**config.mk**
```make
export PLATFORM = sky130hd
export DESIGN_NAME = roi_camera_top
export DESIGN_NICKNAME = d
export VERILOG_FILES = /design/src/common/roi_pkg.sv /design/src/capture/ccd_capture.sv /design/src/hdl/pixel_packer.sv /design/src/hdl/roi_camera_top.sv /design/src/roi/roi_finder.sv /design/src/roi/roi_regs.sv
export SDC_FILE = /design/constraint.sdc
export NUM_CORES = 1
export LEC_CHECK = 0
export ABC_AREA = 0
export BUFFER_PORTS_ARGS = -buffer_cell sky130_fd_sc_hd__clkbuf_2
export CAP_MARGIN = 20
export CORE_MARGIN = 3
export CORE_UTILIZATION = 40
export CTS_BUF_LIST = sky130_fd_sc_hd__clkbuf_4 sky130_fd_sc_hd__clkbuf_8
export DETAILED_ROUTE_END_ITERATION = 8
export GPL_ROUTABILITY_DRIVEN = 0
export GPL_TIMING_DRIVEN = 0
export PLACE_DENSITY_LB_ADDON = 0.05
export SYNTH_ARGS = -nofsm -noshare
export SYNTH_HDL_FRONTEND = slang
export SYNTH_HIERARCHICAL = 1
export SYNTH_SLANG_ARGS = --single-unit
```
**constraint.sdc**
```tcl
create_clock -name CCD_PIXCLK -period 8.7 [get_ports CCD_PIXCLK]
set_clock_uncertainty 0.1 [all_clocks]
set_input_delay 1.305 -clock CCD_PIXCLK [delete_from_list [all_inputs] [get_ports CCD_PIXCLK]]
set_output_delay 1.305 -clock CCD_PIXCLK [all_outputs]
set_load 0.1 [all_outputs]
```
**src/common/roi_pkg.sv**
```systemverilog
package roi_pkg;

	// ========================================================================
	// Widths with a meaning
	// ========================================================================
	typedef logic [11:0] pix_t;       // Raw sensor sample
	typedef logic [15:0] coord_t;     // Column or row count
	typedef logic [15:0] word_t;      // Packed word or register value
	typedef logic [2:0]  reg_addr_t;  // Wishbone word address

	// One thresholded pixel on its way to the finder and packer
	typedef struct packed {
		logic   valid;
		logic   white;
		logic   frame_start;  // First pixel of a captured frame
		coord_t x;
		coord_t y;
	} pix_bus_t;

	// Wishbone classic, host side
	typedef struct packed {
		logic      cyc;
		logic      stb;
		logic      we;
		reg_addr_t adr;
		word_t     dat;
	} wb_req_t;

	typedef struct packed {
		logic  ack;
		word_t dat;
	} wb_rsp_t;

	// Window search steps, in order
	typedef enum logic [2:0] {
		FIND_PROJ,
		FIND_TOP,
		FIND_LEFT,
		FIND_RIGHT,
		FIND_BOTTOM,
		ROI_DONE
	} roi_state_t;

	// Register map
	localparam reg_addr_t ADR_CTRL   = 3'd0;  // Bit 0 start, bit 1 done, bits 4:2 state
	localparam reg_addr_t ADR_THRESH = 3'd1;
	localparam reg_addr_t ADR_TOP    = 3'd2;
	localparam reg_addr_t ADR_LEFT   = 3'd3;
	localparam reg_addr_t ADR_RIGHT  = 3'd4;
	localparam reg_addr_t ADR_BOTTOM = 3'd5;

	localparam int PACK_WIDTH = 16;  // Pixels per memory word

	// Full sensor geometry
	localparam int DEF_IMG_WIDTH  = 1280;
	localparam int DEF_IMG_HEIGHT = 960;
	localparam int DEF_IMG_LEFT   = 128;
	localparam int DEF_IMG_RIGHT  = 1152;
	localparam int DEF_IMG_TOP    = 96;
	localparam int DEF_IMG_BOTTOM = 864;
	localparam int DEF_RUN_LEN    = 128;  // Line buffer length
	localparam int DEF_PROJ_GAP   = 50;   // Rows skipped below projection top
	localparam int DEF_ROW_GAP    = 24;   // Rows skipped below ROI top

endpackage

```
**src/capture/ccd_capture.sv**
```systemverilog
`timescale 1ns/1ps

module ccd_capture #(
	parameter int IMG_WIDTH  = roi_pkg::DEF_IMG_WIDTH,
	parameter int IMG_HEIGHT = roi_pkg::DEF_IMG_HEIGHT
) (
	input  logic              CCD_PIXCLK,
	input  logic              DLY_RST_1,
	input  roi_pkg::pix_t     ccd_data,
	input  logic              ccd_fval,
	input  logic              ccd_lval,
	input  logic              start,
	input  roi_pkg::pix_t     threshold,
	output roi_pkg::pix_bus_t pix
);

	// ========================================================================
	// Input registers
	// ========================================================================
	roi_pkg::pix_t r_data;
	logic          r_fval;
	logic          r_lval;
	logic          r_fval_d;  // Previous frame valid for edge detect
	logic          r_lval_d;

	always_ff @(posedge CCD_PIXCLK) begin
		r_data <= ccd_data;  // Raw sensor sample
	end

	always_ff @(posedge CCD_PIXCLK or negedge DLY_RST_1) begin
		if (!DLY_RST_1) begin
			r_fval   <= 1'b0;
			r_lval   <= 1'b0;
			r_fval_d <= 1'b0;
			r_lval_d <= 1'b0;
		end else begin
			r_fval   <= ccd_fval;
			r_lval   <= ccd_lval;
			r_fval_d <= r_fval;
			r_lval_d <= r_lval;
		end
	end

	// ========================================================================
	// Capture flag and counters
	// ========================================================================
	logic            frame_rise;
	logic            frame_fall;
	logic            line_fall;
	logic            capture;
	logic            cap_now;    // Capture flag as seen by this pixel
	logic            in_bounds;
	roi_pkg::coord_t x_cnt;
	roi_pkg::coord_t y_cnt;

	assign frame_rise = r_fval & ~r_fval_d;
	assign frame_fall = ~r_fval & r_fval_d;
	assign line_fall  = ~r_lval & r_lval_d;
	assign cap_now    = frame_rise ? start : capture;  // Start only counts at frame begin
	assign in_bounds  = (x_cnt < roi_pkg::coord_t'(IMG_WIDTH)) &&
		(y_cnt < roi_pkg::coord_t'(IMG_HEIGHT));

	always_ff @(posedge CCD_PIXCLK or negedge DLY_RST_1) begin
		if (!DLY_RST_1) begin
			capture <= 1'b0;
			x_cnt   <= '0;
			y_cnt   <= '0;
		end else begin
			if (frame_rise)
				capture <= start;
			else if (frame_fall)
				capture <= 1'b0;  // Frame in progress always runs to its end

			if (cap_now && r_lval) begin
				x_cnt <= x_cnt + 1'b1;
			end else if (cap_now && line_fall) begin
				x_cnt <= '0;
				y_cnt <= y_cnt + 1'b1;
			end
			if (frame_fall) begin  // Counters sit at zero between frames
				x_cnt <= '0;
				y_cnt <= '0;
			end
		end
	end

	// Threshold stage puts the pixel out two cycles after sampling
	always_ff @(posedge CCD_PIXCLK or negedge DLY_RST_1) begin
		if (!DLY_RST_1) begin
			pix <= '0;
		end else begin
			pix.valid       <= cap_now && r_lval && in_bounds;
			pix.white       <= (r_data >= threshold);
			pix.frame_start <= cap_now && r_lval && (x_cnt == '0) && (y_cnt == '0);
			pix.x           <= x_cnt;
			pix.y           <= y_cnt;
		end
	end

endmodule

```
**src/hdl/pixel_packer.sv**
```systemverilog
`timescale 1ns/1ps

module pixel_packer (
	input  logic              CCD_PIXCLK,
	input  logic              DLY_RST_1,
	input  roi_pkg::pix_bus_t pix,
	output roi_pkg::word_t    pix_word,
	output logic              pix_word_valid
);

	localparam int CNT_W = $clog2(roi_pkg::PACK_WIDTH);
	localparam logic [CNT_W-1:0] LAST = CNT_W'(roi_pkg::PACK_WIDTH - 1);

	logic [CNT_W-1:0] cnt;      // Pixels already in the word
	logic [CNT_W-1:0] cnt_now;  // Slot of the current pixel

	assign cnt_now = pix.frame_start ? '0 : cnt;  // Drop any partial word from last frame

	// ========================================================================
	// Shift register, first pixel ends in bit 0
	// ========================================================================
	always_ff @(posedge CCD_PIXCLK) begin
		if (pix.valid)
			pix_word <= {pix.white, pix_word[roi_pkg::PACK_WIDTH-1:1]};
	end

	always_ff @(posedge CCD_PIXCLK or negedge DLY_RST_1) begin
		if (!DLY_RST_1) begin
			cnt            <= '0;
			pix_word_valid <= 1'b0;
		end else begin
			pix_word_valid <= pix.valid && (cnt_now == LAST);  // One cycle strobe
			if (pix.valid)
				cnt <= cnt_now + 1'b1;  // Wraps after a full word
		end
	end

endmodule

```
**src/hdl/roi_camera_top.sv**
```systemverilog
`timescale 1ns/1ps

module roi_camera_top #(
	parameter int IMG_WIDTH  = roi_pkg::DEF_IMG_WIDTH,
	parameter int IMG_HEIGHT = roi_pkg::DEF_IMG_HEIGHT,
	parameter int IMG_LEFT   = roi_pkg::DEF_IMG_LEFT,
	parameter int IMG_RIGHT  = roi_pkg::DEF_IMG_RIGHT,
	parameter int IMG_TOP    = roi_pkg::DEF_IMG_TOP,
	parameter int IMG_BOTTOM = roi_pkg::DEF_IMG_BOTTOM,
	parameter int RUN_LEN    = roi_pkg::DEF_RUN_LEN,
	parameter int PROJ_GAP   = roi_pkg::DEF_PROJ_GAP,
	parameter int ROW_GAP    = roi_pkg::DEF_ROW_GAP
) (
	input  logic             CCD_PIXCLK,
	input  logic             DLY_RST_1,
	input  roi_pkg::pix_t    ccd_data,
	input  logic             ccd_fval,
	input  logic             ccd_lval,
	input  roi_pkg::wb_req_t wb_req,
	output roi_pkg::wb_rsp_t wb_rsp,
	output roi_pkg::word_t   pix_word,
	output logic             pix_word_valid
);

	// ========================================================================
	// Internal wiring
	// ========================================================================
	roi_pkg::pix_bus_t   pix;        // Thresholded stream
	logic                start;
	roi_pkg::pix_t       threshold;
	roi_pkg::roi_state_t state;
	roi_pkg::coord_t     roi_top;
	roi_pkg::coord_t     roi_left;
	roi_pkg::coord_t     roi_right;
	roi_pkg::coord_t     roi_bottom;

	ccd_capture #(
		.IMG_WIDTH (IMG_WIDTH),
		.IMG_HEIGHT(IMG_HEIGHT)
	) u_capture (
		.CCD_PIXCLK(CCD_PIXCLK),
		.DLY_RST_1 (DLY_RST_1),
		.ccd_data  (ccd_data),
		.ccd_fval  (ccd_fval),
		.ccd_lval  (ccd_lval),
		.start     (start),
		.threshold (threshold),
		.pix       (pix)
	);

	roi_finder #(
		.IMG_LEFT  (IMG_LEFT),
		.IMG_RIGHT (IMG_RIGHT),
		.IMG_TOP   (IMG_TOP),
		.IMG_BOTTOM(IMG_BOTTOM),
		.RUN_LEN   (RUN_LEN),
		.PROJ_GAP  (PROJ_GAP),
		.ROW_GAP   (ROW_GAP)
	) u_finder (
		.CCD_PIXCLK(CCD_PIXCLK),
		.DLY_RST_1 (DLY_RST_1),
		.pix       (pix),
		.state     (state),
		.roi_top   (roi_top),
		.roi_left  (roi_left),
		.roi_right (roi_right),
		.roi_bottom(roi_bottom)
	);

	pixel_packer u_packer (
		.CCD_PIXCLK    (CCD_PIXCLK),
		.DLY_RST_1     (DLY_RST_1),
		.pix           (pix),
		.pix_word      (pix_word),
		.pix_word_valid(pix_word_valid)
	);

	roi_regs u_regs (
		.CCD_PIXCLK(CCD_PIXCLK),
		.DLY_RST_1 (DLY_RST_1),
		.wb_req    (wb_req),
		.state     (state),
		.roi_top   (roi_top),
		.roi_left  (roi_left),
		.roi_right (roi_right),
		.roi_bottom(roi_bottom),
		.wb_rsp    (wb_rsp),
		.start     (start),
		.threshold (threshold)
	);

endmodule

```
**src/roi/roi_finder.sv**
```systemverilog
`timescale 1ns/1ps

module roi_finder #(
	parameter int IMG_LEFT   = roi_pkg::DEF_IMG_LEFT,
	parameter int IMG_RIGHT  = roi_pkg::DEF_IMG_RIGHT,
	parameter int IMG_TOP    = roi_pkg::DEF_IMG_TOP,
	parameter int IMG_BOTTOM = roi_pkg::DEF_IMG_BOTTOM,
	parameter int RUN_LEN    = roi_pkg::DEF_RUN_LEN,
	parameter int PROJ_GAP   = roi_pkg::DEF_PROJ_GAP,
	parameter int ROW_GAP    = roi_pkg::DEF_ROW_GAP
) (
	input  logic                CCD_PIXCLK,
	input  logic                DLY_RST_1,
	input  roi_pkg::pix_bus_t   pix,
	output roi_pkg::roi_state_t state,
	output roi_pkg::coord_t     roi_top,
	output roi_pkg::coord_t     roi_left,
	output roi_pkg::coord_t     roi_right,
	output roi_pkg::coord_t     roi_bottom
);

	// ========================================================================
	// Window geometry and edge patterns
	// ========================================================================
	localparam roi_pkg::coord_t X_L   = roi_pkg::coord_t'(IMG_LEFT);
	localparam roi_pkg::coord_t X_R   = roi_pkg::coord_t'(IMG_RIGHT);
	localparam roi_pkg::coord_t Y_T   = roi_pkg::coord_t'(IMG_TOP);
	localparam roi_pkg::coord_t Y_B   = roi_pkg::coord_t'(IMG_BOTTOM);
	localparam roi_pkg::coord_t X_MID = roi_pkg::coord_t'((IMG_LEFT + IMG_RIGHT) / 2);
	localparam roi_pkg::coord_t GAP_P = roi_pkg::coord_t'(PROJ_GAP);
	localparam roi_pkg::coord_t GAP_R = roi_pkg::coord_t'(ROW_GAP);

	localparam logic [RUN_LEN-1:0] ALL_WHITE = '1;
	// Old 3/4 white then new 1/4 black with the newest bit at 0
	localparam logic [RUN_LEN-1:0] PAT_FALL  = ALL_WHITE << (RUN_LEN / 4);
	localparam logic [RUN_LEN-1:0] PAT_RISE  = ALL_WHITE >> (RUN_LEN / 4);  // Mirror

	logic [RUN_LEN-1:0] line_buf;
	roi_pkg::coord_t    proj_top;   // Top row of projected white area
	logic               seen_l;     // Left edge seen on this row
	logic               seen_r;
	logic               in_win;
	logic               at_left;
	logic               left_half;
	logic               right_half;
	logic               fall_hit;
	logic               rise_hit;

	assign in_win     = pix.valid && (pix.x >= X_L) && (pix.x <= X_R) &&
		(pix.y >= Y_T) && (pix.y <= Y_B);
	assign at_left    = (pix.x == X_L);
	assign left_half  = (pix.x < X_MID);
	assign right_half = (pix.x > X_MID);
	assign fall_hit   = !at_left && left_half && (line_buf == PAT_FALL);
	assign rise_hit   = !at_left && right_half && (line_buf == PAT_RISE);

	// Line buffer cleared at window start of each row
	always_ff @(posedge CCD_PIXCLK) begin
		if (in_win) begin
			if (at_left)
				line_buf <= (state == roi_pkg::FIND_RIGHT) ? ALL_WHITE : '0;
			else
				line_buf <= {line_buf[RUN_LEN-2:0], pix.white};
		end
	end

	// ========================================================================
	// Search FSM
	// ========================================================================
	always_ff @(posedge CCD_PIXCLK or negedge DLY_RST_1) begin
		if (!DLY_RST_1) begin
			state      <= roi_pkg::FIND_PROJ;
			proj_top   <= '0;
			roi_top    <= '0;
			roi_left   <= '0;
			roi_right  <= '0;
			roi_bottom <= '0;
			seen_l     <= 1'b0;
			seen_r     <= 1'b0;
		end else begin
			if (pix.valid && pix.frame_start)
				state <= roi_pkg::FIND_PROJ;  // New frame starts a new search
			if (in_win) begin
				case (state)
					roi_pkg::FIND_PROJ: begin
						if (!at_left && left_half && line_buf == ALL_WHITE) begin
							proj_top <= pix.y;
							state    <= roi_pkg::FIND_TOP;
						end
					end
					roi_pkg::FIND_TOP: begin
						if (pix.y > proj_top + GAP_P && fall_hit) begin
							roi_top <= pix.y;
							state   <= roi_pkg::FIND_LEFT;
						end
					end
					roi_pkg::FIND_LEFT: begin
						if (pix.y > roi_top + GAP_R && fall_hit) begin
							roi_left <= pix.x;
							state    <= roi_pkg::FIND_RIGHT;
						end
					end
					roi_pkg::FIND_RIGHT: begin
						if (rise_hit)
							roi_right <= pix.x;  // Last match on the row wins
						if (pix.x == X_R)
							state <= roi_pkg::FIND_BOTTOM;
					end
					roi_pkg::FIND_BOTTOM: begin
						if (at_left) begin
							seen_l <= 1'b0;
							seen_r <= 1'b0;
						end else begin
							if (fall_hit)
								seen_l <= 1'b1;
							if (rise_hit)
								seen_r <= 1'b1;
						end
						// Row without either edge is below the ROI
						if (pix.x == X_R && !seen_l && !seen_r) begin
							roi_bottom <= pix.y;
							state      <= roi_pkg::ROI_DONE;
						end
					end
					roi_pkg::ROI_DONE: ;  // Hold until next frame so done stays readable
					default: state <= roi_pkg::FIND_PROJ;
				endcase
				// Unfinished search gives up at window bottom
				if (pix.y == Y_B && state != roi_pkg::ROI_DONE)
					state <= roi_pkg::FIND_PROJ;
			end
		end
	end

endmodule

```
**src/roi/roi_regs.sv**
```systemverilog
`timescale 1ns/1ps

module roi_regs (
	input  logic                CCD_PIXCLK,
	input  logic                DLY_RST_1,
	input  roi_pkg::wb_req_t    wb_req,
	input  roi_pkg::roi_state_t state,
	input  roi_pkg::coord_t     roi_top,
	input  roi_pkg::coord_t     roi_left,
	input  roi_pkg::coord_t     roi_right,
	input  roi_pkg::coord_t     roi_bottom,
	output roi_pkg::wb_rsp_t    wb_rsp,
	output logic                start,
	output roi_pkg::pix_t       threshold
);

	localparam roi_pkg::pix_t HALF_SCALE = {1'b1, {($bits(roi_pkg::pix_t) - 1){1'b0}}};

	logic           req;      // Classic cycle active
	logic           take;     // Request seen this cycle, ack follows
	logic           done;
	logic           ack;
	roi_pkg::word_t rd_mux;
	roi_pkg::word_t rd_dat;

	assign req  = wb_req.cyc & wb_req.stb;
	assign take = req & ~ack;  // No back to back ack
	assign done = (state == roi_pkg::ROI_DONE);

	// ========================================================================
	// Read mux
	// ========================================================================
	always_comb begin
		case (wb_req.adr)
			roi_pkg::ADR_CTRL:   rd_mux = {11'b0, state, done, start};
			roi_pkg::ADR_THRESH: rd_mux = roi_pkg::word_t'(threshold);  // Zero extended
			roi_pkg::ADR_TOP:    rd_mux = roi_top;
			roi_pkg::ADR_LEFT:   rd_mux = roi_left;
			roi_pkg::ADR_RIGHT:  rd_mux = roi_right;
			roi_pkg::ADR_BOTTOM: rd_mux = roi_bottom;
			default:             rd_mux = '0;  // Unmapped reads zero
		endcase
	end

	// Control, threshold and ack
	always_ff @(posedge CCD_PIXCLK or negedge DLY_RST_1) begin
		if (!DLY_RST_1) begin
			ack       <= 1'b0;
			start     <= 1'b0;
			threshold <= HALF_SCALE;
		end else begin
			ack <= take;
			if (take && wb_req.we) begin
				case (wb_req.adr)
					roi_pkg::ADR_CTRL:   start     <= wb_req.dat[0];
					roi_pkg::ADR_THRESH: threshold <= wb_req.dat[$bits(roi_pkg::pix_t)-1:0];
					default: ;  // Result and unmapped addresses are read only
				endcase
			end
		end
	end

	// Read data captured with the request, valid in the ack cycle
	always_ff @(posedge CCD_PIXCLK) begin
		if (take)
			rd_dat <= rd_mux;
	end

	assign wb_rsp.ack = ack;
	assign wb_rsp.dat = rd_dat;

endmodule

```
==> reports/results.ini, run 1 <==
[run_status]
status = completed

[worst_setup_path]
cp_num_buf_inv = 2
cp_max_fo = 10
cpMostUsedCell = ha_1
r2r_slack_ps = 4360
cp-start-kind = register
critPathSlowestCell = nor4_1
reg2reg_depth = 13
r2r_start = u_finder/roi_top[3]$_DFFE_PN0P_
cp.required_ps = 9110
end_kind = register
cp_top_family = simple AND/OR/NAND/NOR gates
critPathMaxStageDelay_ps = 620
path_cells = inv_1, ha_1, nor2_1, nand3_1, xor2_1, ha_1, nand4_1, nor4_1, a2111oi_0, and3_1, nand2_1, clkbuf_1, mux2_2
reg2reg_to = u_finder/roi_left[9]$_DFFE_PN0P_
critPathArrivalTime_ps = 4740
critical_path_class = reg2reg

[floorplanning]
rows = 72
die_h_um = 204.8
dieWidth_um = 204.8
start_util_pct = 40.70
ios = 72
die_area_sq_um = 41930
core_sq_um = 38830

[synth]
synth_area_leaders = edfxtp_1, dfrtp_1, a21o_1, mux2_2, ha_1
synth-edff-count = 160
synth_fp_nets = 1320
yosysMostFrequentCell = dfrtp_1
syn-cell-area_sq_um = 15800
synth_top_area_cell = edfxtp_1
async_reset_ff_share_pct = 50.57
synth_cell_types = 75
ys_warn_count = 6
syn_inst = 1229
syn_area_per_cell_sq_um = 12.86
seq_area_frac_synth_pct = 59.80
synth_seq_cells = 348
ys.flop_type = dfrtp_1
synth_common_cells = dfrtp_1, edfxtp_1, a21o_1, mux2_2, nand4_1
synth_top_area_share_pct = 30.40

[routing]
vias_per_cell = 5.390
drt-total-wl_um = 37240
drt_iter0_markers = 536
drc = 0
wire_per_inst_um = 19.32
drt_first_pass_iters = 4
num_vias = 10390
ant_nets = 0

[clocking]
cts_tree = done
cts_hold_buf = 0
cts_made_buffers = 60
clk_latency_ps = 630
cts_root_buf = clkbuf_8
cts_sinks = 348
post_cts_buffers = 0
path_clk_slew_ps = 70
htreeDepth = 2
clock_path_buffers = 3
cts_resized = 0

[timing]
setup_viol = 0
slew_headroom_pct = 45.94
slew_violations = 0
finalCritPeriodShare_pct = 49.85
fin_ws_ps = 4363
hold_viol = 0
max_freq_mhz = 230.6
rsz0062_at_grt = false
fin_crit_ps = 4337
setup-tns-final_ps = 0
worstMarginPinSlew_ps = 803.4

[layout]
fillers = 3564
multi_input_area_sq_um = 5893
instances_no_fill = 1927
nets = 1449
drive_above_1_share_pct = 20.16
regArea_sq_um = 9450
antennaDiodeCount = 0
area_growth_pct = 14.35

[place]
port_buffers = 64
dp_cells = 1813
pre_cts_ws_ps = 4272
post-dp-hpwl_um = 25770

[power_and_ir_drop]
powerDensity_nw_per_um2 = 190.7
p_leak_nw = 7.535
ir_worst_vdd_v = 0.0001040

[hold_path]
worstHoldPathType = reg2reg
hold_path_startpoint = u_capture/y_cnt[6]$_DFFE_PN0P_
whs_path_depth = 0
min_to = u_capture/pix[6]$_DFF_PN0_

[grt]
antenna_found_initial = 1
grt_max_degree = 110
grt.overflow.total = 0
grt_pass1_vias = 10530
grt_use_total_pct = 18.08
grt_pass1_wl_um = 59670

[flow_run]
cap_violations = 0

[power by group]
group	switching, mW	total [mW]	internal, mW
sequential	0.0351	1.78	1.75
clock	0.671	1.48	0.809
combinational	0.118	0.186	0.0683
[state kept, by name, summed over array words and instances (netlist names), 3 cells and up]
name / count
u_finder/line_buf: 128
u_finder/roi_left: 16
u_packer/cnt: 4
u_finder/roi_right: 16
u_capture/pix: 35
u_regs/threshold: 12
u_regs/rd_dat: 16
u_packer/pix_word: 16
u_finder/proj_top: 16
u_finder/roi_top: 16
u_finder/roi_bottom: 16
u_capture/r_data: 12
u_capture/x_cnt: 16
u_capture/y_cnt: 16
u_finder/state: 3
[cell type report]
class / instances / share of cell area, %
Sequential cell: 348 / 52.29
Clock inverter: 27 / 0.8377
Multi-Input combinational cell: 781 / 32.61
Inverter: 43 / 0.9208
Clock buffer: 86 / 5.823
Tap cell: 518 / 3.586
Timing Repair Buffer: 67 / 2.278
Buffer: 57 / 1.655
[placed cells by master, fill, tap and decap left out, types with 7 or more instances in the layout]
| master | instances |
|---|---|
| dfrtp_1 | 175 |
| edfxtp_1 | 160 |
| a21o_1 | 135 |
| clkbuf_8 | 66 |
| clkbuf_2 | 63 |
| mux2_2 | 60 |
| nand4_1 | 55 |
| ha_1 | 53 |
| nand2_1 | 51 |
| clkbuf_1 | 43 |
| inv_1 | 42 |
| nor4_1 | 42 |
| a21oi_1 | 42 |
| nor2_1 | 36 |
| nand3_1 | 31 |
| o21ai_0 | 28 |
| mux2i_1 | 26 |
| and2_1 | 24 |
| clkbuf_4 | 21 |
| xor2_1 | 18 |
| o22ai_1 | 17 |
| xnor2_1 | 14 |
| mux2_4 | 13 |
| clkinv_1 | 12 |
| clkinv_2 | 12 |
| dfxtp_1 | 12 |
| or4_1 | 11 |
| nor3_1 | 9 |
| a31oi_1 | 9 |
| buf_6 | 8 |
| and3_1 | 7 |
[per-stage QoR]
| stage | utilization (%) | hold slack, ps | cell area, sq um | total power [mW] |
|---|---|---|---|---|
| global route | 46.55 | 300.1 | 18070 | 3.613 |
| detailed placement | 43.37 | 265.5 | 16840 | 2.002 |
| finish | 46.55 | 288.2 | 18070 | 3.447 |
| floorplan | - | 251.9 | 15800 | 1.931 |
| global placement | 43.20 | 265.6 | 16770 | 1.998 |
| CTS | 46.47 | 287.4 | 18040 | 3.511 |
[layer usage]
metal / share of wire (%) / track usage (%) / vias up
met5: 0.035 / 0 / -
met4: 2.0 / 4.891 / 2
met3: 4.9 / 3.925 / 59
met2: 45 / 28.02 / 202
met1: 48 / 25.79 / 5169
li1: - / - / 4955
[cells by family after synthesis]
kind of cell,synth area share (%)
buffers and inverters,2.913
muxes,7.585
AOI/OAI and AO/OA,11.87
and+or+nand+nor,11.87
xor gates and xnor gates,1.773
DFF,59.80
adders and majority gates,4.196
[how the worst max path moves through the flow]
stage                               startpoint                                 end  depth (start not counted)
2_1_floorplan      u_capture/pix[12]$_DFF_PN0_    u_finder/roi_left[7]$_DFFE_PN0P_                          8
3_3_place_gp       u_capture/pix[12]$_DFF_PN0_  u_finder/roi_bottom[9]$_DFFE_PN0P_                          8
3_5_place_dp   u_finder/roi_top[3]$_DFFE_PN0P_    u_finder/roi_left[7]$_DFFE_PN0P_                         13
4_1_cts        u_finder/roi_top[3]$_DFFE_PN0P_    u_finder/roi_left[9]$_DFFE_PN0P_                         13
5_1_grt        u_finder/roi_top[3]$_DFFE_PN0P_    u_finder/roi_left[8]$_DFFE_PN0P_                         13
6_report       u_finder/roi_top[3]$_DFFE_PN0P_    u_finder/roi_left[9]$_DFFE_PN0P_                         13
Note: power is estimated with default switching activity, not from simulation.
==> run 2, diff against run 1 <==
ABC_AREA = 1   (was 0)
clock period = 4.3 ns   (was 8.7 ns; I/O delays follow)
==> run 2 against run 1 <==
  * Design area increased by 9.5%
  * Largest power group unchanged
  * First-iteration DRC count up 57%
  * Utilization up 0.41 points
  * Combinational power is 110% higher
  * Cell count rose by 40%
  * Via count increased by 26%
  * Largest cell class unchanged
==> reports/results.ini, run 2 <==
[clocking]
cts_resized = 0
clk_latency_ps = 630
post_cts_buffers = 0
cts_sinks = 348
cts_tree = done
cts_root_buf = clkbuf_8
path_clk_slew_ps = 50
cts_made_buffers = 66
htreeDepth = 3
cts_hold_buf = 13
clock_path_buffers = 3

[worst_setup_path]
r2r_slack_ps = 470
end_kind = register
r2r_start = u_finder/roi_top[3]$_DFFE_PN0P_
critical_path_class = reg2reg
cp_max_fo = 10
critPathArrivalTime_ps = 4220
cp-start-kind = register
reg2reg_depth = 19
cp.required_ps = 4690
reg2reg_to = u_finder/roi_left[2]$_DFFE_PN0P_

[timing]
hold_viol = 0
setup-tns-final_ps = 0
max_freq_mhz = 261.4
worstMarginPinSlew_ps = 765.0
setup_viol = 0
rsz0062_at_grt = false
slew_headroom_pct = 49.00
fin_ws_ps = 474.3
slew_violations = 0
fin_crit_ps = 3826
finalCritPeriodShare_pct = 88.97

[place]
dp_cells = 2566
pre_cts_ws_ps = 507.4
post-dp-hpwl_um = 29490
placed_cell_area_sq_um = 18260
port_buffers = 65

[layout]
multi_input_area_sq_um = 6506
fillers = 4156
largest_reg_flops = 128
layout_common_cells = nand2_1, inv_1, nor2_1
reg.largest.list = u_finder/line_buf: 128 flops, u_capture/pix: 35 flops
layout_commonest_cell = nand2_1
regArea_sq_um = 9450
nets = 2201
final_area_sq_um = 19780
top_register = u_finder/line_buf
instances_no_fill = 2700
area_growth_pct = 15.21
drive_above_1_share_pct = 14.49

[power_and_ir_drop]
pwr-share-comb_pct = 5.3
clkPwrFrac_pct = 45.4
switching_share_pct = 23.74
switchingPower_mw = 1.724
total_power_mw = 7.261
p_int_mw = 5.537
p_leak_nw = 9.347
ir_worst_vdd_v = 0.0001675
powerDensity_nw_per_um2 = 367.0
seqPwrFrac_pct = 49.3

[routing]
drt_iter0_markers = 840
num_vias = 13080
ant_nets = 0
vias_per_cell = 4.844
drt-total-wl_um = 41300
wire_per_inst_um = 15.29
drt_first_pass_iters = 5
drc = 0

[hold_path]
worstHoldPathType = in2reg
whs_path_depth = 1
hold_path_startpoint = ccd_lval
min_to = u_capture/r_lval$_DFF_PN0_

[synth]
synth_common_cells = nand2_1, inv_1, nor2_1, dfrtp_1, edfxtp_1
synth_cell_types = 48
synth-edff-count = 160
synth_fp_nets = 2050
synth_area_leaders = edfxtp_1, dfrtp_1, nand2_1, inv_1, nor2_1
synth_top_area_share_pct = 27.98
seq_area_frac_synth_pct = 55.03
ys_warn_count = 6
syn-cell-area_sq_um = 17170
syn_inst = 1959
yosysMostFrequentCell = nand2_1
syn_area_per_cell_sq_um = 8.766
synth_top_area_cell = edfxtp_1
ys.flop_type = dfrtp_1
synth_seq_cells = 348
async_reset_ff_share_pct = 50.57

[grt]
grt.overflow.total = 0
grt_pass1_wl_um = 66470
grt_use_total_pct = 18.43
grt_pass1_vias = 12550
grt_max_degree = 110
antenna_found_initial = 0

[floorplanning]
die_h_um = 213.2
ios = 72
core_sq_um = 42130
start_util_pct = 40.76
dieWidth_um = 213.2
die_area_sq_um = 45450
rows = 75

[flow_run]
cap_violations = 0

[run_status]
status = completed

-- run 2: cell types whose count changed after synthesis, moves of 26 or more --
cell | previous run | this run
inv_1 | 42 | 213
mux2_2 | 60 | 0
nand2_1 | 51 | 657
nor2_1 | 36 | 206
mux2i_1 | 26 | 0
clkbuf_1 | 43 | 16
nor4_1 | 42 | 13
nand3_1 | 31 | 94
a21o_1 | 135 | 0
o21ai_1 | 1 | 40
-- run 2: how the worst max path moves through the flow --
stage / cells past startpoint / slack (ps) / endpoint / startpoint
global placement: 1 / -940 / u_capture/r_fval$_DFF_PN0_ / DLY_RST_1
global route: 20 / 50 / u_finder/roi_left[0]$_DFFE_PN0P_ / u_finder/roi_top[3]$_DFFE_PN0P_
floorplan: 8 / 1030 / u_finder/roi_left[0]$_DFFE_PN0P_ / u_capture/pix[34]$_DFF_PN0_
finish: 19 / 470 / u_finder/roi_left[2]$_DFFE_PN0P_ / u_finder/roi_top[3]$_DFFE_PN0P_
detailed placement: 19 / 510 / u_finder/roi_left[2]$_DFFE_PN0P_ / u_finder/roi_top[3]$_DFFE_PN0P_
CTS: 19 / 500 / u_finder/roi_left[2]$_DFFE_PN0P_ / u_finder/roi_top[3]$_DFFE_PN0P_
-- run 2: critical path, stage by stage (launching register included) --
cell and delay (ps):
dfrtp_1 440, inv_1 90, ha_1 210, or2_1 240
nor2_1 160, nand3_1 130, nand3b_1 240, nor3_2 190
nand3_1 110, xor2_1 150, inv_1 60, ha_1 290
nand2_1 70, nor2_1 140, nand2_1 100, nor4_1 370
nor2_1 160, nand4_4 200, buf_6 180, o21ai_1 70
-- run 2: power groups by stage --
stage,Sequential (mW),Combinational (mW),Clock [mW]
global placement,3.65,0.361,0
finish,3.58,0.384,3.30
global route,3.59,0.435,3.59
detailed placement,3.65,0.372,0
floorplan,3.69,0.195,0
CTS,3.58,0.384,3.44
-- run 2: per-layer routing --
metal | global-route usage, % | share of wire (%) | vias to the layer above
met1 | 27.06 | 50 | 6088
met2 | 27.42 | 42 | 292
met3 | 3.600 | 4.8 | 80
li1 | - | - | 6618
met4 | 6.130 | 2.6 | 0
met5 | 0 | 0 | -
-- run 2: logic make-up after synthesis --
kind of cell	share of synthesized area, %
AO/OA/AOI/OAI	4.226
AND/OR/NAND/NOR	28.52
adder cells (fa/ha/maj)	3.862
XOR/XNOR	1.275
buffers and inverters	7.082
flip-flops	55.03
-- run 2: cell type report --
cell class | instances | share of cell area (%)
tap | 539 | 3.409
timing repair buffer | 83 | 2.953
sequential | 348 | 47.77
clock buffer | 102 | 6.242
clock inverter | 16 | 0.5818
buffer | 57 | 1.689
multi-input combinational | 1321 | 32.89
inverter | 233 | 4.459
antenna | 1 | 0.01265
-- run 2: metrics by stage --
step,util [%],hold WS [ps]
2_1_floorplan,-,249.4
3_3_place_gp,43.13,292.3
3_5_place_dp,43.35,299.6
4_1_cts,46.86,0.6009
5_1_grt,46.95,3.195
6_report,46.95,51.35
==> run 3, diff against run 2 <==
==> constraint.sdc (replaced) <==
create_clock -name CCD_PIXCLK -period 4.77 [get_ports CCD_PIXCLK]
set_clock_uncertainty 0.1 [all_clocks]
set_input_delay 0.954 -clock CCD_PIXCLK [delete_from_list [all_inputs] [get_ports CCD_PIXCLK]]
set_output_delay 0.954 -clock CCD_PIXCLK [all_outputs]
set_load 0.1 [all_outputs]
==> run 3 against run 2 <==
  * Design area is 0.72% lower
  * Flip-flop and latch count unchanged
  * Worst hold slack improved by 180 ps
  * Utilization down 0.34 points
  * Wire length is 0.49% lower
  * Cell count shrank 0.56%
  * First-iteration DRC count up 0.95%
  * Count of clock-buffer cells in the layout unchanged
  * Setup slack improved by 470 ps
  * Maximum frequency hardly changed
  * Global-route usage about the same
  * Largest cell class unchanged
  * Highest routed layer unchanged
==> reports/results.ini, run 3 (synthesized netlist as in run 2, its figures left out) <==
[run_status]
status = completed

[place]
placed_cell_area_sq_um = 18260
pre_cts_ws_ps = 977.4
post-dp-hpwl_um = 29490
port_buffers = 65

[layout]
top_register = u_finder/line_buf
area_growth_pct = 14.38
drive_above_1_share_pct = 14.59
reg.largest.list = u_finder/line_buf: 128 flops, u_capture/pix: 35 flops
layout_commonest_cell = nand2_1
nets = 2187
layout_common_cells = nand2_1, inv_1, nor2_1
antennaDiodeCount = 0
final_area_sq_um = 19640
largest_reg_flops = 128

[clocking]
path_clk_slew_ps = 50
cts_resized = 0
clock_path_buffers = 3
cts_hold_buf = 0
cts_sinks = 348
cts_tree = done
clk_latency_ps = 630
post_cts_buffers = 0
htreeDepth = 3
cts_root_buf = clkbuf_8
cts_made_buffers = 66

[floorplanning]
rows = 75
ios = 72
core_sq_um = 42130
die_h_um = 213.2
die_area_sq_um = 45450
dieWidth_um = 213.2
start_util_pct = 40.76

[timing]
setup-tns-final_ps = 0
worstMarginPinSlew_ps = 754.9
finalCritPeriodShare_pct = 80.20
fin_crit_ps = 3825
setup_viol = 0
rsz0062_at_grt = false
fin_ws_ps = 944.5
hold_viol = 0
slew_violations = 0
slew_headroom_pct = 49.67
fin_hold_ws_ps = 230.8
max_freq_mhz = 261.4

[power_and_ir_drop]
powerDensity_nw_per_um2 = 332.7
ir_worst_vdd_v = 0.0001520
p_leak_nw = 9.288

[flow_run]
cap_violations = 0

[routing]
drt_first_pass_iters = 5
drc = 0
drt_iter0_markers = 848
num_vias = 13040
wire_per_inst_um = 15.31
vias_per_cell = 4.855
drt-total-wl_um = 41090
ant_nets = 0

[grt]
grt_pass1_vias = 12470
grt.overflow.total = 0
grt_use_total_pct = 18.39
antenna_found_initial = 0
grt_max_degree = 110
grt_pass1_wl_um = 66290

[worst_setup_path]
cpMostUsedCell = nor2_1
cp_top_family = simple AND/OR/NAND/NOR gates
path_cells = inv_1, ha_1, or2_1, nor2_1, nand3_1, nand3b_1, nor3_2, nand3_1, xor2_1, inv_1, ha_1, nand2_1, nor2_1, nand2_1, nor4_1, nor2_1, nand4_4, buf_6, o21ai_1
critPathArrivalTime_ps = 4220
cp.required_ps = 5160
cp-start-kind = register
critPathSlowestCell = dfrtp_1
critical_path_class = reg2reg
cp_num_buf_inv = 3
end_kind = register
cp_max_fo = 10
critPathMaxStageDelay_ps = 440

[hold_path]
worstHoldPathType = in2async

## run 3: final timing paths
| path | from | end | slack [ps] | depth (start not counted) |
|---|---|---|---|---|
| worst max-delay path | u_finder/roi_top[3]$_DFFE_PN0P_ | u_finder/roi_left[2]$_DFFE_PN0P_ | 940 | 19 |
| worst min-delay path | DLY_RST_1 | u_finder/roi_left[14]$_DFFE_PN0P_ | 230 | 1 |
| worst max register to register | u_finder/roi_top[3]$_DFFE_PN0P_ | u_finder/roi_left[2]$_DFFE_PN0P_ | 940 | 19 |
| worst min register to register | u_capture/r_fval$_DFF_PN0_ | u_capture/r_fval_d$_DFF_PN0_ | 310 | 0 |
| max in group asynchronous | DLY_RST_1 | u_capture/r_lval$_DFF_PN0_ | 3360 | 2 |
| min in group CCD_PIXCLK | u_capture/r_fval$_DFF_PN0_ | u_capture/r_fval_d$_DFF_PN0_ | 310 | 0 |
## run 3: layer usage
metal / vias up / wire, um / global-route usage, % / part of all wire, %
li1: 6593 / - / - / -
met1: 6066 / 20610 / 27.04 / 50
met2: 296 / 17420 / 27.28 / 42
met3: 80 / 1955 / 3.614 / 4.8
met4: 0 / 1111 / 6.130 / 2.7
met5: - / 0 / 0 / 0
## run 3: final cells by class
| cell class | instances | area, sq um |
|---|---|---|
| fillers | 4170 | 22490 |
| flip-flops and latches | 348 | 9450 |
| multi-input cells | 1321 | 6506 |
| clock buffers | 102 | 1235 |
| inverters | 233 | 882.1 |
| well taps | 539 | 674.4 |
| repair buffers | 69 | 444.2 |
| plain buffers | 57 | 334.1 |
| clock inverters | 16 | 115.1 |
## run 3: worst register-to-register path, stage by stage (launching register included)
cell      delay [ps]
dfrtp_1          440
inv_1             90
ha_1             210
or2_1            240
nor2_1           160
nand3_1          130
nand3b_1         240
nor3_2           190
nand3_1          110
xor2_1           150
inv_1             60
ha_1             290
nand2_1           70
nor2_1           140
nand2_1          110
nor4_1           370
nor2_1           160
nand4_4          200
buf_6            190
o21ai_1           70
## run 3: metrics by stage
stage	util [%]	instances	power, mW
floorplan	-	1959	3.504
global route	46.62	2685	6.851
CTS	46.55	2684	6.668
detailed placement	43.35	2566	3.624
global placement	43.13	2563	3.614
finish	46.62	2685	6.534
## run 3: report_power, final
| part | internal [mW] | leakage (nW) | switching, mW | total [mW] |
|---|---|---|---|---|
| Sequential | 3.18 | 3.72 | 0.0462 | 3.23 |
| Clock | 1.70 | 0.719 | 1.26 | 2.97 |
| Combinational | 0.0979 | 4.85 | 0.239 | 0.337 |
